<file path="config.mk">
export PLATFORM = sky130hd
export DESIGN_NAME = game_state_updater
export DESIGN_NICKNAME = d
export VERILOG_FILES = /design/src/game_control_pkg.sv /design/src/game_geometry_pkg.sv /design/src/bullet_bus_if.sv /design/src/game_cmd_if.sv /design/src/bullet_launcher.sv /design/src/display_encoder.sv /design/src/game_state_updater.sv /design/src/game_tick_gen.sv /design/src/nunchuk_decoder.sv /design/src/player_mover.sv
export SDC_FILE = /design/constraint.sdc
export NUM_CORES = 1
export LEC_CHECK = 0
export ABC_AREA = 1
export BUFFER_PORTS_ARGS = -buffer_cell sky130_fd_sc_hd__clkbuf_2
export CORE_MARGIN = 3
export CORE_UTILIZATION = 58
export DETAILED_ROUTE_END_ITERATION = 7
export GPL_TIMING_DRIVEN = 0
export PLACE_DENSITY_LB_ADDON = 0.05
export RECOVER_POWER = 50
export SLEW_MARGIN = 20
export SYNTH_ARGS = -nofsm -noshare
export SYNTH_HDL_FRONTEND = slang
export SYNTH_SLANG_ARGS = --single-unit
</file>
<file path="constraint.sdc">
create_clock -name blockieee_clock -period 2.35 [get_ports blockieee_clock]
set_input_delay 0.235 -clock blockieee_clock [delete_from_list [all_inputs] [get_ports blockieee_clock]]
set_output_delay 0.235 -clock blockieee_clock [all_outputs]
set_load 0.1 [all_outputs]
</file>
<file path="src/game_control_pkg.sv">
package game_control_pkg;

    //////////////////////////////////////////////////////////////////////
    // Command encodings
    //////////////////////////////////////////////////////////////////////

    // Player move request
    typedef enum logic [1:0] {
        DIR_STEADY,
        DIR_UP,
        DIR_DOWN
    } move_dir_e;

    // Slot state doubles as the bullet colour
    typedef enum logic [1:0] {
        BULLET_NONE,
        BULLET_BLUE,
        BULLET_RED,
        BULLET_GREEN
    } bullet_color_e;

    //////////////////////////////////////////////////////////////////////
    // Nunchuk stick
    //////////////////////////////////////////////////////////////////////

    localparam int STICK_W = 8;
    // Reading with the stick at rest
    localparam logic [STICK_W-1:0] STICK_CENTER = 8'd128;
    // Dead zone either side of centre
    localparam logic [STICK_W-1:0] STICK_DEADBAND = 8'd20;

    // 12-bit RGB for the display, 4 bits per channel
    localparam int RGB_W = 12;
    localparam logic [RGB_W-1:0] RGB_NONE = 12'h000;
    localparam logic [RGB_W-1:0] RGB_BLUE = 12'h00F;
    localparam logic [RGB_W-1:0] RGB_RED = 12'hF00;
    localparam logic [RGB_W-1:0] RGB_GREEN = 12'h0F0;

endpackage

</file>
<file path="src/game_geometry_pkg.sv">
package game_geometry_pkg;

    //////////////////////////////////////////////////////////////////////
    // Playfield size
    //////////////////////////////////////////////////////////////////////

    // Bullets in flight at once
    localparam int NUM_BULLETS = 3;

    // Row and column widths
    localparam int POS_W = 4;
    localparam int COL_W = 4;

    typedef logic [POS_W-1:0] pos_t;
    typedef logic [COL_W-1:0] col_t;
    typedef logic [$clog2(NUM_BULLETS)-1:0] slot_idx_t;

    // Player rows run 0 (top) to POS_MAX (bottom)
    localparam pos_t POS_MAX = 4'd10;
    localparam pos_t POS_RESET = 4'd5;

    // Bullets enter just right of the player
    localparam col_t COL_SPAWN = 4'd2;
    // Leaves the screen after this one
    localparam col_t COL_LAST = 4'd15;

    //////////////////////////////////////////////////////////////////////
    // Tick rates in clock cycles
    //////////////////////////////////////////////////////////////////////

    localparam int MOVE_TICK_DIV = 6;
    localparam int BULLET_TICK_DIV = 4;

    // Counter widths for the tick generator
    localparam int MOVE_CNT_W = $clog2(MOVE_TICK_DIV);
    localparam int BULLET_CNT_W = $clog2(BULLET_TICK_DIV);

endpackage

</file>
<file path="src/bullet_bus_if.sv">
`timescale 1ns/10ps

interface bullet_bus_if;
    import game_geometry_pkg::*;
    import game_control_pkg::*;

    // Current player row
    pos_t player_pos;

    // Per slot state and position
    bullet_color_e slot_color [NUM_BULLETS];
    col_t slot_x [NUM_BULLETS];
    pos_t slot_y [NUM_BULLETS];

    modport mover (
        output player_pos
    );

    // Spawn row comes from the player
    modport launcher (
        input  player_pos,
        output slot_color,
        output slot_x,
        output slot_y
    );

    // Result stage reads it all
    modport encoder (
        input player_pos,
        input slot_color,
        input slot_x,
        input slot_y
    );

endinterface

</file>
<file path="src/game_cmd_if.sv">
`timescale 1ns/10ps

interface game_cmd_if;
    import game_control_pkg::*;

    // Requested move direction, held every cycle
    move_dir_e dir;
    // Fire request level and its colour
    logic fire;
    bullet_color_e fire_color;

    // Decode stage drives everything
    modport decoder (
        output dir,
        output fire,
        output fire_color
    );

    // Player stage only needs the direction
    modport mover (
        input dir
    );

    // Bullet stage takes the fire request
    modport launcher (
        input fire,
        input fire_color
    );

endinterface

</file>
<file path="src/bullet_launcher.sv">
`timescale 1ns/10ps

module bullet_launcher (
    input  logic           blockieee_clock,
    input  logic           rst,
    input  logic           bullet_tick,
    game_cmd_if.launcher   cmd,
    bullet_bus_if.launcher bus
);
    import game_geometry_pkg::*;
    import game_control_pkg::*;

    // Slot state and position
    bullet_color_e color_q [NUM_BULLETS];
    col_t          x_q [NUM_BULLETS];
    pos_t          y_q [NUM_BULLETS];

    // Next slot to fill
    slot_idx_t ptr_q;
    slot_idx_t ptr_next;
    logic      spawn;

    //////////////////////////////////////////////////////////////////////
    // Spawn decision
    //////////////////////////////////////////////////////////////////////

    // Only the slot under the pointer may take a new bullet
    // A busy slot drops the request and keeps the pointer
    assign spawn = cmd.fire && (color_q[ptr_q] == BULLET_NONE);

    // Round robin over the slots
    assign ptr_next = (ptr_q == slot_idx_t'(NUM_BULLETS - 1)) ? '0 : ptr_q + 1'b1;

    //////////////////////////////////////////////////////////////////////
    // Slot update on each bullet tick
    //////////////////////////////////////////////////////////////////////

    always_ff @(posedge blockieee_clock) begin
        if (rst) begin
            for (int i = 0; i < NUM_BULLETS; i++) begin
                color_q[i] <= BULLET_NONE;
                x_q[i]     <= '0;
                y_q[i]     <= '0;
            end
            ptr_q <= '0;
        end else if (bullet_tick) begin
            // Move live bullets one column right
            for (int i = 0; i < NUM_BULLETS; i++) begin
                if (color_q[i] != BULLET_NONE) begin
                    if (x_q[i] < COL_LAST) begin
                        x_q[i] <= x_q[i] + 1'b1;
                    end else begin
                        // Off the right edge
                        color_q[i] <= BULLET_NONE;
                        x_q[i]     <= '0;
                        y_q[i]     <= '0;
                    end
                end
            end
            // Spawned slot was empty so the advance above left it alone
            if (spawn) begin
                color_q[ptr_q] <= cmd.fire_color;
                x_q[ptr_q]     <= COL_SPAWN;
                y_q[ptr_q]     <= bus.player_pos;
                ptr_q          <= ptr_next;
            end
        end
    end

    // Slots out to the result stage
    assign bus.slot_color = color_q;
    assign bus.slot_x     = x_q;
    assign bus.slot_y     = y_q;

endmodule

</file>
<file path="src/display_encoder.sv">
`timescale 1ns/10ps

module display_encoder (
    input  logic                    blockieee_clock,
    input  logic                    rst,
    bullet_bus_if.encoder           bus,
    output game_geometry_pkg::pos_t blockieee_pos,
    output logic [game_geometry_pkg::NUM_BULLETS-1:0][game_control_pkg::RGB_W-1:0] bullet_color,
    output game_geometry_pkg::col_t [game_geometry_pkg::NUM_BULLETS-1:0] bullet_x,
    output game_geometry_pkg::pos_t [game_geometry_pkg::NUM_BULLETS-1:0] bullet_y
);
    import game_geometry_pkg::*;
    import game_control_pkg::*;

    // Slot state to display colour
    function automatic logic [RGB_W-1:0] rgb_of(input bullet_color_e state);
        case (state)
            BULLET_BLUE:  return RGB_BLUE;
            BULLET_RED:   return RGB_RED;
            BULLET_GREEN: return RGB_GREEN;
            default:      return RGB_NONE;
        endcase
    endfunction

    //////////////////////////////////////////////////////////////////////
    // Output registers for the VGA side
    //////////////////////////////////////////////////////////////////////

    always_ff @(posedge blockieee_clock) begin
        if (rst) begin
            blockieee_pos <= POS_RESET;
            for (int i = 0; i < NUM_BULLETS; i++) begin
                bullet_color[i] <= RGB_NONE;
                bullet_x[i]     <= '0;
                bullet_y[i]     <= '0;
            end
        end else begin
            blockieee_pos <= bus.player_pos;
            for (int i = 0; i < NUM_BULLETS; i++) begin
                bullet_color[i] <= rgb_of(bus.slot_color[i]);
                bullet_x[i]     <= bus.slot_x[i];
                bullet_y[i]     <= bus.slot_y[i];
            end
        end
    end

endmodule

</file>
<file path="src/game_state_updater.sv">
`timescale 1ns/10ps

module game_state_updater (
    input  logic                                 blockieee_clock,
    input  logic                                 rst,
    // Nunchuk inputs
    input  logic [game_control_pkg::STICK_W-1:0] stick_y,
    input  logic                                 z,
    input  logic                                 c,
    // Player row
    output game_geometry_pkg::pos_t              blockieee_pos,
    // Per slot bullet colour and position
    output logic [game_geometry_pkg::NUM_BULLETS-1:0][game_control_pkg::RGB_W-1:0] bullet_color,
    output game_geometry_pkg::col_t [game_geometry_pkg::NUM_BULLETS-1:0] bullet_x,
    output game_geometry_pkg::pos_t [game_geometry_pkg::NUM_BULLETS-1:0] bullet_y
);

    // Pacing strobes
    logic move_tick;
    logic bullet_tick;

    game_cmd_if   cmd_if ();
    bullet_bus_if bus_if ();

    //////////////////////////////////////////////////////////////////////
    // Decode
    //////////////////////////////////////////////////////////////////////

    nunchuk_decoder u_decoder (
        .blockieee_clock (blockieee_clock),
        .rst             (rst),
        .stick_y         (stick_y),
        .z               (z),
        .c               (c),
        .cmd             (cmd_if.decoder)
    );

    //////////////////////////////////////////////////////////////////////
    // Execute
    //////////////////////////////////////////////////////////////////////

    game_tick_gen u_ticks (
        .blockieee_clock (blockieee_clock),
        .rst             (rst),
        .move_tick       (move_tick),
        .bullet_tick     (bullet_tick)
    );

    player_mover u_mover (
        .blockieee_clock (blockieee_clock),
        .rst             (rst),
        .move_tick       (move_tick),
        .cmd             (cmd_if.mover),
        .bus             (bus_if.mover)
    );

    bullet_launcher u_launcher (
        .blockieee_clock (blockieee_clock),
        .rst             (rst),
        .bullet_tick     (bullet_tick),
        .cmd             (cmd_if.launcher),
        .bus             (bus_if.launcher)
    );

    // Result stage to the display
    display_encoder u_encoder (
        .blockieee_clock (blockieee_clock),
        .rst             (rst),
        .bus             (bus_if.encoder),
        .blockieee_pos   (blockieee_pos),
        .bullet_color    (bullet_color),
        .bullet_x        (bullet_x),
        .bullet_y        (bullet_y)
    );

endmodule

</file>
<file path="src/game_tick_gen.sv">
`timescale 1ns/10ps

module game_tick_gen (
    input  logic blockieee_clock,
    input  logic rst,
    output logic move_tick,
    output logic bullet_tick
);
    import game_geometry_pkg::*;

    logic [MOVE_CNT_W-1:0]   move_cnt;
    logic [BULLET_CNT_W-1:0] bullet_cnt;

    //////////////////////////////////////////////////////////////////////
    // Tick strobes
    //////////////////////////////////////////////////////////////////////

    // High for one cycle at the top of each count
    assign move_tick   = (move_cnt == MOVE_CNT_W'(MOVE_TICK_DIV - 1));
    assign bullet_tick = (bullet_cnt == BULLET_CNT_W'(BULLET_TICK_DIV - 1));

    // Free running counters
    // Wrap in the same cycle the strobe fires
    always_ff @(posedge blockieee_clock) begin
        if (rst) begin
            move_cnt   <= '0;
            bullet_cnt <= '0;
        end else begin
            if (move_tick) begin
                move_cnt <= '0;
            end else begin
                move_cnt <= move_cnt + 1'b1;
            end
            if (bullet_tick) begin
                bullet_cnt <= '0;
            end else begin
                bullet_cnt <= bullet_cnt + 1'b1;
            end
        end
    end

endmodule

</file>
<file path="src/nunchuk_decoder.sv">
`timescale 1ns/10ps

module nunchuk_decoder (
    input  logic                                 blockieee_clock,
    input  logic                                 rst,
    input  logic [game_control_pkg::STICK_W-1:0] stick_y,
    input  logic                                 z,
    input  logic                                 c,
    game_cmd_if.decoder                          cmd
);
    import game_control_pkg::*;

    move_dir_e     dir_d;
    bullet_color_e color_d;

    // Stick outside the dead zone picks a direction
    // High reading means stick pushed up
    always_comb begin
        if (stick_y > STICK_CENTER + STICK_DEADBAND) begin
            dir_d = DIR_UP;
        end else if (stick_y < STICK_CENTER - STICK_DEADBAND) begin
            dir_d = DIR_DOWN;
        end else begin
            dir_d = DIR_STEADY;
        end
    end

    // Button combination sets the colour
    always_comb begin
        case ({z, c})
            2'b10:   color_d = BULLET_BLUE;
            2'b01:   color_d = BULLET_RED;
            2'b11:   color_d = BULLET_GREEN;
            default: color_d = BULLET_NONE;
        endcase
    end

    // One register stage between the Nunchuk and the game
    always_ff @(posedge blockieee_clock) begin
        if (rst) begin
            cmd.dir        <= DIR_STEADY;
            cmd.fire       <= 1'b0;
            cmd.fire_color <= BULLET_NONE;
        end else begin
            cmd.dir        <= dir_d;
            cmd.fire       <= z | c;
            cmd.fire_color <= color_d;
        end
    end

endmodule

</file>
<file path="src/player_mover.sv">
`timescale 1ns/10ps

module player_mover (
    input  logic        blockieee_clock,
    input  logic        rst,
    input  logic        move_tick,
    game_cmd_if.mover   cmd,
    bullet_bus_if.mover bus
);
    import game_geometry_pkg::*;
    import game_control_pkg::*;

    // Player row, 0 is the top of the screen
    pos_t pos_q;

    //////////////////////////////////////////////////////////////////////
    // Row stepping
    //////////////////////////////////////////////////////////////////////

    // One step per move tick
    // Clamped at both edges of the field
    always_ff @(posedge blockieee_clock) begin
        if (rst) begin
            pos_q <= POS_RESET;
        end else if (move_tick) begin
            case (cmd.dir)
                DIR_UP: begin
                    // Up means a smaller row number
                    if (pos_q != '0) begin
                        pos_q <= pos_q - 1'b1;
                    end
                end
                DIR_DOWN: begin
                    if (pos_q < POS_MAX) begin
                        pos_q <= pos_q + 1'b1;
                    end
                end
                default: begin
                    pos_q <= pos_q;
                end
            endcase
        end
    end

    // Shared with the bullet and display stages
    assign bus.player_pos = pos_q;

endmodule

</file>
Word level (Yosys, flattened, before mapping)
Index checks and enable logic that the tools add are counted.
{"block": "totals", "ff_bits": 110, "input_bits": 12, "out_inout_bits": 64}
{"block": "classes", "n_addsub": 8, "magnitude_cmp": 8, "n_eq_ne": 19, "n_mux": 58, "bitwise": 5, "reduce_logical": 13}
{"op": "2-to-1 mux 4 bit", "n": 27}
{"op": "one-hot mux 12 bit (3 select lines)", "n": 3}
{"op": "2-to-1 mux 2 bit", "n": 17}
{"op": "2-to-1 mux 12 bit", "n": 2}
{"op": "equality test 2 bit, second input constant", "n": 11}
{"op": "adder 4 x 1 -> 4 bit, second input constant", "n": 4}
{"op": "< comparator 4 bit, second input constant", "n": 4}
{"op": "bitwise mux 12 bit", "n": 1}
{"op": "equality test 2 x 1 -> 1 bit, second input constant", "n": 5}
{"op": "AND 9 bit", "n": 1}
{"op": "NOT 9 bit", "n": 1}
{"op": "demux 4 bit (select 2 bit)", "n": 1}
{"op": "greater-than comparator 8 bit, second input constant", "n": 1}
{"op": "< comparator 8 x 7 -> 1 bit, second input constant", "n": 1}
{"op": "one-hot mux 4 bit (2 select lines)", "n": 1}
{"op": "nonzero test 2 bit", "n": 4}
{"op": "bitwise mux 6 bit", "n": 1}
{"op": "2-to-1 mux 6 bit", "n": 1}
{"op": "one-hot mux 2 bit (3 select lines)", "n": 1}
{"op": "OR reduction 2 bit", "n": 3}
{"op": "adder 2 x 1 -> 2 bit, second input constant", "n": 2}
{"op": "binary-select mux 2 bit (select 2 bit)", "n": 1}
{"op": "demux 2 bit (select 2 bit)", "n": 1}
{"op": "inequality test 2 x 1 -> 1 bit, second input constant", "n": 2}
{"op": "14 further kinds", "n": 15}

Longest topological paths before layout
Gate-level depths: netlist of run 1.
{"block": "logic_depth", "depth_word": 8, "depth_mapped": 12, "depth_no_buf": 12}

Modules after synthesis
From an unflattened synthesis of run 1, not the netlist that was laid out.
{"block": "unflattened", "cells_unflattened": 511, "hier_area_um2": 3773.6}
{"mod": "bullet_launcher", "n_inst": 1, "cells_each": 259, "area_per_inst_um2": 1739.2}
{"mod": "display_encoder", "n_inst": 1, "cells_each": 140, "area_per_inst_um2": 1243.7}
{"mod": "player_mover", "n_inst": 1, "cells_each": 55, "area_per_inst_um2": 364.1}
{"mod": "nunchuk_decoder", "n_inst": 1, "cells_each": 34, "area_per_inst_um2": 222.7}
{"mod": "game_tick_gen", "n_inst": 1, "cells_each": 23, "area_per_inst_um2": 203.9}

Worst setup path after synthesis of run 1
No wires, ideal clock.
{"block": "synth_path", "kind": "reg-to-output", "startpoint": "reg u_encoder.bullet_color[10] (netlist name)", "endpoint": "out bullet_color[10] (netlist name)", "t_arrival_ns": 1.392, "t_required_ns": 2.115, "setup_slack_ns": 0.723, "stages_incl_launch_ff": 2, "path_buffers": 1, "cell_sequence": "dfxtp_1 -> buf_4"}
{"item": "start: declaration", "line": "display_encoder.sv:8", "source": "output logic [game_geometry_pkg::NUM_BULLETS-1:0][game_control_pkg::RGB_W-1:0] bullet_color,"}
{"item": "start signal: indexed assignment", "line": "display_encoder.sv:40", "source": "bullet_color[i] <= rgb_of(bus.slot_color[i]);"}
{"item": "end: declaration", "line": "game_state_updater.sv:13", "source": "output logic [game_geometry_pkg::NUM_BULLETS-1:0][game_control_pkg::RGB_W-1:0] bullet_color,"}
No word-level cell between the ends.

==> out/results.ini, run 1 <==
[status]
status=finished clean

[critical_path]
worst_path_largest_cell_delay_ps=880
arrival_ps=1600
r2r_cells=6
worstPathRequired_ps=2120
crit_slowest_cell=clkbuf_1
cp-start-kind=flop
path_buf_inv=1
r2r_slack_ps=670
worstSetupPathType=flop to output port
cp_max_fo=4
timing.rr.end=u_launcher.bus.slot_y[8]
reg2reg_from=u_ticks.bullet_cnt[0]
path_delay_family=buffers and inverters
cp-end-kind=output port
path_depth=1
path_cells=clkbuf_1

[global_route]
grt-ovfl-total=0
grt_pass1_vias=2922
grt_pass1_wl_um=12950
antenna_found_initial=0
grt_usage=0.2277
grt_max_degree=16

[min_path]
min_from=stick_y[7]
holdPathStages=2
hold_class=primary input to flop
hold_path_end=u_decoder.cmd.dir[1]

[clocking]
postCtsSetupBuffers=0
hold_buffers=0
cts_tree=done
path_clk_slew_ps=90
cts_buffers=9
cts.path.max_buffers=2
htree_num_levels=3
root_buffer=clkbuf_8
cts.sinks=83
cts_resized=0
clk_latency_ps=350

[final_layout]
final_core_util=0.7355
syn2layout_area_growth_pct=19.06
final_common_cell=nand2_1
fillers=494
insertedDiodeCount=0
final_cell_mix=nand2_1 (86), dfxtp_1 (83), inv_1 (66), nor2_1 (63), nand3_1 (44)
fin_nets=569
drive_gt1_frac=0.1887

[sta]
hold_viol=0
tns_ps=0
period_needed_ps=1839
worstMarginPinSlew_ps=1204
drv_slew=0
setup_viol=0
fmax_ghz=0.5438
rsz0062_at_grt=no
fin_crit_sh=0.7826
fin_skew_ps=6.165
slew_headroom=0.2005

[placed_design]
place.gp.congestion=0.8819
hpwl_um=5614
port_buffers=75

[logic_synthesis]
syn_nets=483
syn_area_mm2=0.003506
synthSimpleGateAreaFrac=0.2777
ys_ff_latch=83
synth_cells=460
yosysSeqAreaShare=0.4739
synth-compound-area-share=0.05353
synth_cell_type_count=29
synthAdderAreaFrac=0.03926
synth-warning-count=0
synth_area_leaders=dfxtp_1 (47%), nand2_1 (9.2%), inv_1 (7.1%)
synth_top_family_by_area=simple AND/OR/NAND/NOR gates
syn_area_per_cell_um2=7.621
muxShareOfSynthArea=0.002855
yosysTopAreaCellShare=0.4739
synth_xor_area_frac=0.007495
yosysTopAreaCell=dfxtp_1

[route]
vias_per_cell=4.994
drc_errors=0
drtIter0Drc=234
ant_nets=0
wl_per_cell_um=12.13
vias=3111
drtPass1Iterations=5
routed_wl_um=7558

[power_and_ir_drop]
p_leak_nw=2.025
p_per_area_mw_per_mm2=677.2
peakVddDrop_mv=0.6099

[die]
ioPinCount=76
floorplan.initialDensity=0.6177
die_x_um=83.75
die_h_um=83.75
row_count=27
design.die.area_mm2=0.007013
core_region_area_mm2=0.005675

[job]
max-cap-violations=0

[through the flow]
| step | cells | instance area [um2] | total power [W] | setup slack (ps) | hold slack [ps] |
|---|---|---|---|---|---|
| 2_1_floorplan | 460 | 3506 | 0.001574 | 722.8 | 313.0 |
| 3_3_place_gp | 607 | 3971 | 0.001612 | 603.3 | 406.2 |
| 3_5_place_dp | 607 | 3971 | 0.001618 | 598.7 | 408.2 |
| 4_1_cts | 623 | 4218 | 0.002840 | 679.9 | 51.74 |
| 5_1_grt | 623 | 4174 | 0.002921 | 450.2 | 81.14 |
| 6_report | 623 | 4174 | 0.002827 | 510.9 | 64.44 |
[synthesized netlist by cell type (all sizes together)]
library cell	number
a21oi	23
xnor2	2
nand4	4
a311oi	1
clkbuf	1
nand3b	1
dfxtp	83
a31oi	1
o22ai	1
a31o	1
xor2	1
nand2	93
nor2	69
clkinv	1
o21ai	7
nor3	8
a21o	1
buf	35
inv	71
ha	11
mux2i	1
nand3	44
[how the worst max path moves through the flow]
stage          slack, ps                       end                       start
6_report             510          bullet_color[32]  u_encoder.bullet_color[34]
5_1_grt              450           bullet_color[0]   u_encoder.bullet_color[3]
4_1_cts              680  u_launcher.bus.slot_y[8]       u_ticks.bullet_cnt[0]
3_5_place_dp         600     u_encoder.bullet_x[4]                         rst
3_3_place_gp         600     u_encoder.bullet_x[4]                         rst
2_1_floorplan        720          bullet_color[10]  u_encoder.bullet_color[10]
[final cells by class]
class,instances,area [um2],area share
Sequential cell,83,1662,0.3981
Multi-Input combinational cell,269,1335,0.3198
Timing Repair Buffer,75,332.8,0.07974
Inverter,72,270.3,0.06475
Buffer,36,237.7,0.05695
Clock buffer,9,123.9,0.02968
Clock inverter,7,122.6,0.02938
Tap cell,72,90.09,0.02158
[state kept, by name, summed over array words and instances (netlist names)]
| name | cells |
|---|---|
| u_encoder.bullet_x | 12 |
| u_encoder.bullet_y | 12 |
| u_launcher.bus.slot_x | 12 |
| u_launcher.bus.slot_y | 12 |
| u_encoder.bullet_color | 9 |
| u_launcher.bus.slot_color | 6 |
| u_encoder.blockieee_pos | 4 |
| u_mover.bus.player_pos | 4 |
| u_ticks.move_cnt | 3 |
| u_decoder.cmd.dir | 2 |
| u_decoder.cmd.fire_color | 2 |
| u_launcher.ptr_q | 2 |
| u_ticks.bullet_cnt | 2 |
| u_decoder.cmd.fire | 1 |
[layer usage]
layer | global-route usage | wire, um | vias to the layer above
met2 | 0.4259 | 3922 | 104
met3 | 0.04640 | 457 | 19
met5 | 0 | 0 | -
li1 | - | - | 1575
met1 | 0.2534 | 3044 | 1413
met4 | 0.07895 | 133 | 0
[where the power goes]
part	internal (W)	total [W]	switching (W)
Clock	0.000713	0.00124	0.000529
Sequential	0.00142	0.00144	0.0000112
Combinational	0.0000447	0.000150	0.000106
[kinds of logic after synthesis]
logic type / count (synthesis)
flops: 83
buf+inv: 108
mux: 1
compound gates: 35
simple gates: 219
xor+xnor: 3
fa+ha+maj: 11
No activity file was read; power rests on OpenSTA's default activity.
==> inputs of run 2 (changes only) <==
- CORE_UTILIZATION: 58 -> 49
- clock period: 2.35 -> 1.49 ns (I/O delays scaled with it)
==> out/results.ini, run 2 (synthesis results as in run 1) <==
[sta]
fin_crit_sh=0.9699
fin_hold_ws_ps=-5.705
period_needed_ps=1445
fmax_ghz=0.6920
setup_viol=0
fin_skew_ps=12.93
hold_viol=1
drv_slew=0
worstMarginPinSlew_ps=548.1
rsz0062_at_grt=yes
slew_headroom=0.6346

[clocking]
cts.path.max_buffers=2
cts.sinks=83
path_clk_slew_ps=90
htree_num_levels=3
cts_buffers=9
cts_tree=done
root_buffer=clkbuf_8
clk_latency_ps=360

[final_layout]
final_cell_mix=nand2_1 (85), dfxtp_1 (74), clkbuf_2 (73), inv_1 (62), nor2_1 (54)
final_common_cell=nand2_1
final_core_util=0.6634
insertedDiodeCount=0
syn2layout_area_growth_pct=29.98
fin_nets=590
finalNonFillerCells=668
drive_gt1_frac=0.3322

[route]
routed_wl_um=7970
drc_errors=0
vias=3179
wl_per_cell_um=11.93
drtIter0Drc=120
drtPass1Iterations=4
ant_nets=0
vias_per_cell=4.759

[placed_design]
dp.cells=631
place.gp.congestion=0.8108
hpwl_um=5457
port_buffers=75

[global_route]
grt_pass1_vias=2851
antenna_found_initial=0
grt-ovfl-total=0
grt_pass1_wl_um=12780
grt_usage=0.1920
grt_max_degree=16

[critical_path]
arrival_ps=1300
worstSetupPathType=flop to output port
cp_max_fo=4
worstPathRequired_ps=1340
cp-end-kind=output port
reg2reg_from=u_launcher.bus.slot_color[0]
cp-start-kind=flop
startpoint=u_encoder.bullet_color[15]

[power_and_ir_drop]
peakVddDrop_mv=0.5534
p_per_area_mw_per_mm2=967.0
p_leak_nw=2.282

[die]
core_region_area_mm2=0.006869
design.die.area_mm2=0.008206
row_count=30
die_h_um=90.59
floorplan.initialDensity=0.5104
ioPinCount=76
die_x_um=90.59

[job]
max-cap-violations=0

[min_path]
min_from=stick_y[6]
hold_class=primary input to flop

[status]
status=finished with violations
violations=hold timing

[run 2: power breakdown]
part	switching [W]	leakage, nW	internal [W]
clock network	0.000844	0.114	0.00101
registers	0.0000198	0.676	0.00224
logic	0.000188	1.49	0.000103
total	0.00105	2.28	0.00335
[run 2: through the flow]
stage / setup TNS [ps] / power (W) / worst slack [ps] / area (um2)
global route: -391.3 / 0.004570 / -38.79 / 4557
detailed placement: -5477 / 0.002551 / -178.7 / 4013
global placement: -5372 / 0.002545 / -203.0 / 4013
floorplan: 0 / 0.002483 / 42.68 / 3517
CTS: 0 / 0.004387 / 0.6483 / 4312
finish: 0 / 0.004406 / 44.82 / 4557
[run 2: final timing paths]
check                           slack [ps]  cells after the start                      endpoint
worst min-delay path                    -6                      2          u_decoder.cmd.dir[1]
worst min register to register         410                      2         u_encoder.bullet_y[0]
worst max register to register          50                      9  u_launcher.bus.slot_color[3]
worst max-delay path                    40                      2              bullet_color[15]
[run 2: what timing repair did]
item / 4_1_cts / 5_1_grt
buffers inserted: 1 / 17
setup endpoints to repair: 35 / 35
cloned: 0 / 2
hold endpoints to repair: 2 / 0
resized for setup: 20 / 37
pin swaps: 0 / 18
hold buffers: 1 / 0
[run 2: critical path: stages, from the launching register on]
cell      delay [ps]
dfxtp_1          370
buf_4            120
clkbuf_2         440
[run 2: per-layer routing]
metal  track usage  routed length (um)  part of all wire  vias to the layer above
met5             0                   0                 0                        -
met1        0.2319                3366              0.42                     1470
met2        0.3360                4100              0.51                       71
li1              -                   -                 -                     1624
met4       0.05485                 115             0.014                        0
met3       0.04917                 387             0.049                       14
[run 2: area by class of cell]
cell class                      instances  area, um2
Sequential cell                        83       1678
Multi-Input combinational cell        271       1475
Buffer                                 36      250.2
Timing Repair Buffer                   94      518.0
Fill cell                             629       2312
Clock inverter                          6      93.84
Inverter                               72      284.0
Clock buffer                           10      137.6
Tap cell                               96      120.1
==> inputs of run 3 (changes only) <==
- CORE_UTILIZATION: 49 -> 43
- CTS_CLUSTER_DIAMETER: default -> 200
==> out/results.ini, run 3 (synthesis results as in run 1) <==
[route]
wl_per_cell_um=11.78
drtIter0Drc=68
ant_nets=0
drc_errors=0
vias=3089
vias_per_cell=4.590
drtPass1Iterations=4
routed_wl_um=7927

[clocking]
clk_latency_ps=360
cts_tree=done
htree_num_levels=3
path_clk_slew_ps=90
cts.path.max_buffers=2
root_buffer=clkbuf_8
cts_buffers=9
cts.sinks=83

[sta]
worstMarginPinSlew_ps=587.9
setup_viol=0
rsz0062_at_grt=yes
fin_hold_ws_ps=59.92
drv_slew=0
fin_ws_ps=55.69
fmax_ghz=0.6972
slew_headroom=0.6081
fin_skew_ps=8.645
fin_crit_sh=0.9626
period_needed_ps=1434
hold_viol=0

[critical_path]
crit_slowest_cell=dfxtp_2
cp_max_fo=3
worst_path_largest_cell_delay_ps=340
worstSetupPathType=flop to flop
path_cells=inv_2 > ha_4 > inv_4 > ha_4 > nand3_2 > nand2_2 > inv_2 > nand2_1 > nand2_1 > nand2_1 > nand2_1 > a21oi_2
cp-end-kind=flop
worstPathRequired_ps=1790
cpMostUsedCell=nand2_1
cp-start-kind=flop
arrival_ps=1730

[power_and_ir_drop]
seq_power_share=0.511
swShare=0.2486
p_per_area_mw_per_mm2=968.1
peakVddDrop_mv=0.4460
p_switching_w=0.001103
comb_power_share=0.067
internal_power_w=0.003333
p_leak_nw=2.274
power_frac_clock=0.422
power_w=0.004436

[die]
ioPinCount=76
floorplan.initialDensity=0.4490
row_count=32
core_region_area_mm2=0.007807
design.die.area_mm2=0.009273
die_x_um=96.30
die_h_um=96.30

[final_layout]
final_core_util=0.5869
insertedDiodeCount=0
syn2layout_area_growth_pct=30.69
final_common_cell=nand2_1
final_cell_mix=nand2_1 (85), clkbuf_2 (75), dfxtp_1 (65), inv_1 (61), nor2_1 (55)
drive_gt1_frac=0.3450
fin_nets=589

[global_route]
grt_usage=0.1819
antenna_found_initial=0
grt-ovfl-total=0
grt_max_degree=17
grt_pass1_vias=2854
grt_pass1_wl_um=12920

[status]
status=finished clean

[placed_design]
port_buffers=75
hpwl_um=5676
dp_slack_ps=-247.6
place.gp.congestion=0.8660

[job]
max-cap-violations=0

[min_path]
hold_class=primary input to flop

-- run 3: cell count changes in the layout (fill, tap and decap cells not counted), moves of 2 or more --
cell           previous run  this run
buf_4                    46        41
clkbuf_1                  5         2
clkbuf_2                 73        75
dfxtp_1                  74        65
dfxtp_2                   7        16
dlygate4sd3_1             1         5
-- run 3: final cells by class --
| type | instances | area [um2] |
|---|---|---|
| multi-input combinational | 270 | 1470 |
| clock buffer | 9 | 123.9 |
| clock inverter | 7 | 106.4 |
| sequential | 83 | 1689 |
| tap | 102 | 127.6 |
| buffer | 36 | 251.5 |
| timing repair buffer | 94 | 529.3 |
| fill | 760 | 3226 |
| inverter | 72 | 284.0 |
-- run 3: metrics by stage --
| stage | std cells | instance area, um2 | TNS (ps) |
|---|---|---|---|
| floorplan | 460 | 3517 | 0 |
| global placement | 637 | 4020 | -6462 |
| detailed placement | 637 | 4020 | -7185 |
| CTS | 658 | 4365 | -11.69 |
| global route | 673 | 4582 | -201.6 |
| finish | 673 | 4582 | 0 |
-- run 3: worst paths after layout --
path / to / start / slack (ps) / cells past startpoint
max reg2reg: u_mover.bus.player_pos[3] / u_decoder.cmd.dir[0] / 60 / 12
min: u_decoder.cmd.dir[1] / stick_y[4] / 60 / 3
min reg2reg: u_encoder.bullet_y[2] / u_launcher.bus.slot_y[10] / 420 / 2
max: u_mover.bus.player_pos[3] / u_decoder.cmd.dir[0] / 60 / 12
-- run 3: routing by layer --
layer  wire, um  global-route usage  share of wire
met4        129             0.07243          0.016
met1       3428              0.2157           0.43
met2       4002              0.3134           0.50
met3        366             0.04535          0.046
met5          0                   0              0
-- run 3: worst max-delay path, delay by kind of cell (launching register included) --
| family | cells | cell delay (ps) |
|---|---|---|
| simple gates | 6 | 350 |
| compound gates | 1 | 120 |
| fa+ha+maj | 2 | 420 |
| buf+inv | 3 | 140 |
| flops | 1 | 340 |
-- run 3: power by group through the flow --
stage | sequential (W) | combinational [W] | clock, W
after global placement | 0.00231 | 0.000235 | 0
after global routing | 0.00227 | 0.000337 | 0.00200
final | 0.00227 | 0.000299 | 0.00187
after floorplan | 0.00233 | 0.000155 | 0
after detailed placement | 0.00231 | 0.000240 | 0
after CTS | 0.00226 | 0.000260 | 0.00192
-- run 3: what timing repair did --
item	CTS	global route
hold buffers	5	0
gates cloned	0	1
pin swaps	0	18
setup buffers	0	14
setup endpoints to repair	35	35
endpoints found under the hold margin	4	0
gates resized for setup	21	37
